## src/design/issue_params.svh

```systemverilog
`ifndef ISSUE_PARAMS_SVH
`define ISSUE_PARAMS_SVH

// queue entries, kept a power of two so the pointers wrap on their own
`define ISSUE_DEPTH 8

// instructions fetched and issued per cycle
`define ISSUE_LANES 2

// integer register address width
`define REG_AW 5

`endif

```

## src/design/issue_pkg.sv

```systemverilog
`include "issue_params.svh"

package issue_pkg;

  typedef struct packed {
    logic valid;
    logic alu;
    logic load;
    logic store;
    logic branch;
    logic mult;   // whole M extension, mul and div share the unit
    logic csreg;
    logic fence;
    logic wren;
    logic rden1;
    logic rden2;
  } op_class_type;

  typedef struct packed {
    logic [31:0] pc;
    logic [31:0] word;
    logic [`REG_AW-1:0] waddr;
    logic [`REG_AW-1:0] raddr1;
    logic [`REG_AW-1:0] raddr2;
    op_class_type op;
  } instr_type;

  typedef struct packed {
    logic valid;
    logic [31:0] pc;
    logic [31:0] word;
  } fetch_type;

  typedef struct packed {
    instr_type instr0;
    instr_type instr1;
    logic [1:0] count;  // instructions issued this cycle
  } issue_type;

  localparam instr_type init_instr = '{
    pc : '0,
    word : '0,
    waddr : '0,
    raddr1 : '0,
    raddr2 : '0,
    op : '0
  };

endpackage

```

## src/design/pair_decoder.sv

```systemverilog
`timescale 1ns/1ps

module pair_decoder (
  input issue_pkg::fetch_type fetch0,
  input issue_pkg::fetch_type fetch1,
  output issue_pkg::instr_type dec0,
  output issue_pkg::instr_type dec1
);
  import issue_pkg::*;

  localparam logic [6:0] opc_lui = 7'b0110111;
  localparam logic [6:0] opc_auipc = 7'b0010111;
  localparam logic [6:0] opc_jal = 7'b1101111;
  localparam logic [6:0] opc_jalr = 7'b1100111;
  localparam logic [6:0] opc_branch = 7'b1100011;
  localparam logic [6:0] opc_load = 7'b0000011;
  localparam logic [6:0] opc_store = 7'b0100011;
  localparam logic [6:0] opc_op_imm = 7'b0010011;
  localparam logic [6:0] opc_op = 7'b0110011;
  localparam logic [6:0] opc_misc_mem = 7'b0001111;
  localparam logic [6:0] opc_system = 7'b1110011;

  function automatic instr_type decode(input fetch_type f);
    instr_type d;
    logic [6:0] opcode;
    logic [2:0] funct3;
    logic [6:0] funct7;
    d = init_instr;
    opcode = f.word[6:0];
    funct3 = f.word[14:12];
    funct7 = f.word[31:25];
    if (f.valid) begin
      d.pc = f.pc;
      d.word = f.word;
      d.waddr = f.word[11:7];
      d.raddr1 = f.word[19:15];
      d.raddr2 = f.word[24:20];
      d.op.valid = 1'b1;
      case (opcode)
        opc_lui, opc_auipc: begin
          d.op.alu = 1'b1;
          d.op.wren = 1'b1;
        end
        opc_jal: begin
          d.op.branch = 1'b1;
          d.op.wren = 1'b1;
        end
        opc_jalr: begin
          d.op.branch = 1'b1;
          d.op.wren = 1'b1;
          d.op.rden1 = 1'b1;
        end
        opc_branch: begin
          d.op.branch = 1'b1;
          d.op.rden1 = 1'b1;
          d.op.rden2 = 1'b1;
        end
        opc_load: begin
          d.op.load = 1'b1;
          d.op.wren = 1'b1;
          d.op.rden1 = 1'b1;
        end
        opc_store: begin
          d.op.store = 1'b1;
          d.op.rden1 = 1'b1;
          d.op.rden2 = 1'b1;
        end
        opc_op_imm: begin
          d.op.alu = 1'b1;
          d.op.wren = 1'b1;
          d.op.rden1 = 1'b1;
        end
        opc_op: begin
          d.op.mult = (funct7 == 7'b0000001);
          d.op.alu = (funct7 != 7'b0000001);
          d.op.wren = 1'b1;
          d.op.rden1 = 1'b1;
          d.op.rden2 = 1'b1;
        end
        opc_misc_mem: begin
          d.op.fence = 1'b1;
        end
        opc_system: begin
          // ecall, ebreak and mret serialize the same way a fence does
          d.op.fence = (funct3 == 3'b000);
          d.op.csreg = (funct3 != 3'b000);
          d.op.wren = (funct3 != 3'b000);
          d.op.rden1 = (funct3 != 3'b000) && !funct3[2];  // immediate forms read no rs1
        end
        default: begin
          d.op.alu = 1'b0;  // unknown opcode claims no unit
        end
      endcase
      d.op.wren = d.op.wren && (d.waddr != '0);  // x0 never creates a dependency
    end
    return d;
  endfunction

  assign dec0 = decode(fetch0);
  assign dec1 = decode(fetch1);

endmodule

```

## src/design/issue_queue.sv

```systemverilog
`timescale 1ns/1ps
`include "issue_params.svh"

module issue_queue (
  input logic clock,
  input logic reset,
  input logic clear,
  input issue_pkg::instr_type dec0,
  input issue_pkg::instr_type dec1,
  input logic [1:0] take,
  output issue_pkg::instr_type head0,
  output issue_pkg::instr_type head1,
  output logic [$clog2(`ISSUE_DEPTH):0] count,
  output logic stall
);
  import issue_pkg::*;

  localparam int ptr_w = $clog2(`ISSUE_DEPTH);

  instr_type mem [`ISSUE_DEPTH];
  logic [ptr_w-1:0] wptr;
  logic [ptr_w-1:0] rptr;
  logic [ptr_w:0] fill;       // entries stored in the buffer
  logic [ptr_w:0] fill_next;
  logic [1:0] nwr;            // records written this cycle
  instr_type wdata0;
  instr_type wdata1;

  always_comb begin
    wdata0 = dec0.op.valid ? dec0 : dec1;  // pack lane 1 down when lane 0 is empty
    wdata1 = dec1;
    nwr = 2'd0;
    if (!clear && !stall) begin
      nwr = 2'(dec0.op.valid) + 2'(dec1.op.valid);
    end
  end

  // the two oldest entries, taking this cycle's writes into account
  always_comb begin
    head0 = init_instr;
    head1 = init_instr;
    if (!clear) begin
      if (fill > 0) begin
        head0 = mem[rptr];
      end else if (nwr > 0) begin
        head0 = wdata0;
      end
      if (fill > 1) begin
        head1 = mem[rptr + 1'b1];
      end else if (fill == 1 && nwr > 0) begin
        head1 = wdata0;
      end else if (fill == 0 && nwr > 1) begin
        head1 = wdata1;
      end
    end
  end

  assign count = clear ? '0 : fill + (ptr_w+1)'(nwr);
  assign fill_next = count - (ptr_w+1)'(take);

  always_ff @(posedge clock) begin
    if (reset == 1'b0) begin
      wptr <= '0;
      rptr <= '0;
      fill <= '0;
      stall <= 1'b0;
    end else if (clear) begin
      wptr <= '0;
      rptr <= '0;
      fill <= '0;
      stall <= 1'b0;
    end else begin
      wptr <= wptr + ptr_w'(nwr);
      rptr <= rptr + ptr_w'(take);
      fill <= fill_next;
      stall <= fill_next > (`ISSUE_DEPTH / 2);  // leaves room for one more full fetch
    end
  end

  always_ff @(posedge clock) begin
    if (nwr > 0) begin
      mem[wptr] <= wdata0;
    end
    if (nwr > 1) begin
      mem[wptr + 1'b1] <= wdata1;
    end
  end

endmodule

```

## src/design/pair_checker.sv

```systemverilog
`timescale 1ns/1ps
`include "issue_params.svh"

module pair_checker (
  input issue_pkg::instr_type head0,
  input issue_pkg::instr_type head1,
  input logic [$clog2(`ISSUE_DEPTH):0] count,
  input logic hold,
  output logic [1:0] take,
  output issue_pkg::issue_type issue
);
  import issue_pkg::*;

  localparam int count_w = $clog2(`ISSUE_DEPTH) + 1;

  logic single;     // slot 1 has to go on its own
  logic conflict;   // both want the same single-ported unit
  logic raw;
  logic [1:0] pass;

  always_comb begin
    single = head1.op.fence | head1.op.csreg;

    conflict = (head0.op.load | head0.op.store) & (head1.op.load | head1.op.store);
    conflict = conflict | (head0.op.mult & head1.op.mult);
    conflict = conflict | (head0.op.csreg & head1.op.csreg);

    raw = head0.op.wren &
      ((head1.op.rden1 & (head1.raddr1 == head0.waddr)) |
       (head1.op.rden2 & (head1.raddr2 == head0.waddr)));

    if (hold) begin
      pass = 2'd0;
    end else if (single | conflict | raw) begin
      pass = 2'd1;
    end else begin
      pass = 2'(`ISSUE_LANES);
    end

    if (count < count_w'(pass)) begin
      pass = count[1:0];  // never more than the queue holds
    end
  end

  assign take = pass;

  always_comb begin
    issue.instr0 = (pass > 0) ? head0 : init_instr;
    issue.instr1 = (pass > 1) ? head1 : init_instr;
    issue.count = pass;
  end

endmodule

```

## src/design/issue_stage.sv

```systemverilog
`timescale 1ns/1ps
`include "issue_params.svh"

module issue_stage (
  input logic clock,
  input logic reset,
  input issue_pkg::fetch_type fetch0,
  input issue_pkg::fetch_type fetch1,
  input logic hold,
  input logic clear,
  output issue_pkg::issue_type issue,
  output logic stall
);
  import issue_pkg::*;

  instr_type dec0;
  instr_type dec1;
  instr_type head0;
  instr_type head1;
  logic [$clog2(`ISSUE_DEPTH):0] count;
  logic [1:0] take;

  pair_decoder pair_decoder_inst (
    .fetch0 (fetch0),
    .fetch1 (fetch1),
    .dec0   (dec0),
    .dec1   (dec1)
  );

  issue_queue issue_queue_inst (
    .clock (clock),
    .reset (reset),
    .clear (clear),
    .dec0  (dec0),
    .dec1  (dec1),
    .take  (take),
    .head0 (head0),
    .head1 (head1),
    .count (count),
    .stall (stall)
  );

  pair_checker pair_checker_inst (
    .head0 (head0),
    .head1 (head1),
    .count (count),
    .hold  (hold),
    .take  (take),
    .issue (issue)
  );

endmodule

```

## config.mk

```make
export PLATFORM = sky130hd
export DESIGN_NAME = issue_stage
export DESIGN_NICKNAME = d
export VERILOG_FILES = /design/src/design/issue_pkg.sv /design/src/design/pair_decoder.sv /design/src/design/issue_queue.sv /design/src/design/pair_checker.sv /design/src/design/issue_stage.sv
export VERILOG_INCLUDE_DIRS = /design/src /design/src/design
export SDC_FILE = /design/constraint.sdc
export NUM_CORES = 2
export LEC_CHECK = 0
export BUFFER_PORTS_ARGS = -buffer_cell sky130_fd_sc_hd__clkbuf_2
export CAP_MARGIN = 30
export CORE_ASPECT_RATIO = 1.2
export CORE_MARGIN = 4
export CORE_UTILIZATION = 60
export DETAILED_ROUTE_END_ITERATION = 10
export PLACE_DENSITY = 0.8
export SYNTH_ARGS = -nofsm -noshare
export SYNTH_HDL_FRONTEND = slang
export SYNTH_SLANG_ARGS = --single-unit
```

## constraint.sdc

```tcl
create_clock -name clock -period 13.95 [get_ports clock]
set_input_delay 0.6975 -clock clock [delete_from_list [all_inputs] [get_ports clock]]
set_output_delay 0.6975 -clock clock [all_outputs]
set_load 0.01 [all_outputs]
```

==> summary.md <==
| Metric | Value |
|---|---|
| Tot Pwr | `7088 uW` |
| Tcrit/Tclk final | `62.55%` |
| Startpoint Class | `register` |
| Instance count on the critical path | `19` |
| RSZ-0062 raised after global routing | `no` |
| Mapped Nets | `3810` |
| CTS tree | `yes` |
| Final setup TNS | `0 ns` |
| Synth Warn # | `0` |
| Hold Fails Final Rpt | `0` |
| Die Ht | `285.7 um` |
| Die area | `68410 um2` |
| Reg2Reg Setup Slack | `6.47 ns` |
| CTS root buf | `clkbuf_16` |
| Routing usage on met2 | `60.08%` |
| Die Wd | `239.4 um` |
| Crit path to | `issue[23]` |
| Hold_ws | `0.6193 ns` |
| Max-cap viol count | `0` |
| Max VDD drop | `0.1868 mV` |
| CP Data Required Time | `13.25 ns` |
| Crit path cell chain | `ha_4 -> buf_4 -> mux4_2 -> mux2i_1 -> a221oi_2 -> xnor2_1 -> nor3_1 -> nor4b_2 -> a211oi_4 -> nand3b_1 -> ha_1 -> nor3_1 -> nand2b_1 -> a21o_4 -> a211oi_1 -> a21boi_4 -> buf_4 -> a211oi_1 -> clkbuf_2` |
| FF-to-FF Start | `issue_queue_inst.rptr[0]$_SDFF_PP0_` |
| Power Density | `166.2 nW/um2` |
| Sw frac | `40.45%` |
| Most Used Layer, Global Route | `met2` |
| Post-layout instance count excluding filler cells | `4638` |
| Core area | `63440 um2` |
| Post-CTS Resized | `0` |
| Met1 Resource Use GR | `48.98%` |
| Clock sinks | `611` |
| Critical path's largest stage delay | `0.85 ns` |
| Internal power | `4221 uW` |
| Setup Skew | `0.01779 ns` |
| Yosys cell types | `86` |
| Worst path slowest cell | `dfxtp_4` |
| Placer Congestion | `0.9846` |
| Layout cells sized above 1 | `22.20%` |
| Post-DP HPWL | `79390 um` |
| Yosys top cell area share | `46.72%` |
| Total track usage | `38.46%` |
| Nets | `3912` |
| Static Leakage | `0.01446 uW` |
| Post-placement cell count | `4519` |
| Vias/cell | `7.181` |
| Status | `completed` |
| Hold buffer count at cts | `0` |
| Clock insertion delay at the later pin of the skew report | `0.64 ns` |
| Post-CTS setup buffer count | `0` |
| Netlist Area Pre-Place | `38560 um2` |
| CTS clk-pin slew, worst paths | `0.07 ns` |
| Seq pwr share | `30.6%` |
| Area added between synthesis and finish | `10.62%` |
| Avg Cell Area, Syn | `10.54 um2` |
| DRC viols | `0` |
| Yosys reg bits | `611` |
| Synth Flop Type | `edfxtp_1` |
| H-tree Lvls | `2` |
| Synth area leaders | `edfxtp_1 (47%), mux4_2 (17%), a21oi_1 (9.4%), nor2_1 (7.7%), nand2_1 (2.9%)` |
| Ports | `317` |
| Grt met3 use | `10.15%` |
| P_sw | `2867 uW` |
| Final Slew Violations | `0` |
| CTS buffer count | `59` |
| Post-route ant nets | `0` |
| Average wire per standard cell | `28.95 um` |
| FMAX | `114.6 MHz` |
| Slew headroom | `25.01%` |
| Final setup violation count | `0` |
| Crit path time final | `8.725 ns` |
| CP arrival | `8.03 ns` |
| First-pass GRT wire length | `199400 um` |
| Gr ovfl total | `0` |
| Vias in the first global route | `32720` |
| Synthesized instance count | `3660` |
| DRT Wirelength | `134300 um` |
| WS Path Type | `reg2out` |
| Largest net degree at the start of global routing | `87` |
| Sequential fraction of the synthesis area | `47.29%` |
| Area leader, netlist | `edfxtp_1` |
| Commonest non-fill, non-tap cells in the layout | `nor2_1 (780), a21oi_1 (723), edfxtp_1 (600)` |
| Drt first pass iters | `9` |
| Worst Max-Slew Pin Slew | `1.125 ns` |
| Clock share of power | `24.2%` |
| PortBufs | `316` |
| Max FO, Critical Path | `69` |
| Hold crit path type | `in2reg` |
| 1st-iter DRT viols | `5434` |
| Buffers and inverters on the worst path | `3` |
| Commonest non-fill, non-tap cell in the layout | `nor2_1` |
| Starting density of the core | `60.79%` |
| Worst Setup End Kind | `output pin` |
| Worst-case clock buffer depth | `3` |
| Std-Cell Rows | `101` |
| Worst setup startpoint | `issue_queue_inst.rptr[0]$_SDFF_PP0_` |
| EDFF count, synth | `600` |
| CP delay by family, top | `compound AO/OA/AOI/OAI gates` |
| DR vias | `33310` |
| R2R cell count | `21` |
| Ys async rst share | `0%` |
| Initial antenna violation count | `2` |
| Crit Reg-Reg Endpoint | `issue_queue_inst.stall$_SDFF_PP0_` |
| Logic gate share of total power | `45.2%` |
| # fillers | `4640` |
## routing by layer
layer	vias up	wire, um
li1	13900	-
met1	15660	42950
met2	3115	61710
met3	625	20740
met4	2	8888
met5	-	11
## worst register-to-register path, delay by kind of cell, from the launching register on
| kind | cells | cell delay (ns) |
|---|---|---|
| xor+xnor | 2 | 0.36 |
| simple gates | 10 | 2.55 |
| buf+inv | 1 | 0.73 |
| compound gates | 3 | 0.68 |
| fa+ha+maj | 3 | 1.15 |
| flops | 1 | 0.85 |
| mux | 2 | 1.03 |
## stage by stage
stage | cell area [um2] | util, % | worst slack (ns)
6_report | 42660 | 67.25 | 5.225
4_1_cts | 42490 | 66.97 | 5.160
5_1_grt | 42650 | 67.23 | 4.730
2_1_floorplan | 38560 | - | 3.972
3_3_place_gp | 40380 | 63.65 | 5.596
3_5_place_dp | 40480 | 63.81 | 5.473
## worst min path at each step
stage	start	end	cells past startpoint
after floorplan	issue_queue_inst.wptr[0]$_SDFF_PP0_	issue_queue_inst.wptr[0]$_SDFF_PP0_	3
after detailed placement	issue_queue_inst.wptr[2]$_SDFF_PP0_	issue_queue_inst.wptr[2]$_SDFF_PP0_	2
after global routing	fetch1[60]	issue_queue_inst.mem[5][86]$_DFFE_PP_	3
after CTS	reset	issue_queue_inst.rptr[0]$_SDFF_PP0_	3
after global placement	issue_queue_inst.wptr[2]$_SDFF_PP0_	issue_queue_inst.wptr[2]$_SDFF_PP0_	2
final	reset	issue_queue_inst.rptr[0]$_SDFF_PP0_	3
## flip-flops by register name, indices dropped and copies added (netlist names)
register	flops
issue_queue_inst.mem	600
issue_queue_inst.wptr	3
issue_queue_inst.fill	4
issue_queue_inst.rptr	3
issue_queue_inst.stall	1
## synth_stat cells (9+ instances only)
| library cell | n |
|---|---|
| nor4_1 | 10 |
| nand3_1 | 9 |
| mux4_2 | 295 |
| o21ai_1 | 61 |
| nor2_1 | 786 |
| nand2b_1 | 9 |
| ha_1 | 12 |
| nor3_1 | 85 |
| buf_2 | 47 |
| a21oi_1 | 723 |
| buf_1 | 62 |
| nand2_1 | 300 |
| mux2i_1 | 91 |
| mux2_2 | 10 |
| inv_1 | 21 |
| a21boi_0 | 12 |
| buf_4 | 41 |
| a31oi_1 | 10 |
| clkbuf_1 | 202 |
| o21ai_0 | 35 |
| dfxtp_1 | 11 |
| nand3b_1 | 9 |
| edfxtp_1 | 600 |
| a211oi_1 | 71 |
## cell families (layout without fill, tap and decap cells)
kind of cell	Yosys count	in the layout	synth area share, %
buffers and inverters	376	527	4.270
AND/OR/NAND/NOR	1257	1257	13.31
AO/OA/AOI/OAI	986	986	14.17
XOR/XNOR	18	18	0.4770
adder cells (fa/ha/maj)	16	16	0.5970
multiplexers	396	396	19.88
other	0	3	0
flip-flops	611	611	47.29
## final cells by class
type | count | area, um2 | share of cell area [%]
diodes | 3 | 7.507 | 0.01760
inverters | 21 | 78.83 | 0.1848
flip-flops and latches | 611 | 18250 | 42.78
repair buffers | 396 | 2366 | 5.546
clock buffers | 67 | 1506 | 3.531
multi-input cells | 2673 | 18920 | 44.35
clock inverters | 43 | 501.7 | 1.176
well taps | 824 | 1031 | 2.417
## power groups by stage
stage                     Clock [uW]  Combinational (uW)  Sequential [uW]
after floorplan                    0                2150             2170
after global placement             0                3020             2200
after detailed placement           0                3080             2200
after CTS                       1710                3100             2160
after global routing            1790                3360             2170
final                           1710                3210             2170
No activity file was read; power rests on OpenSTA's default activity.
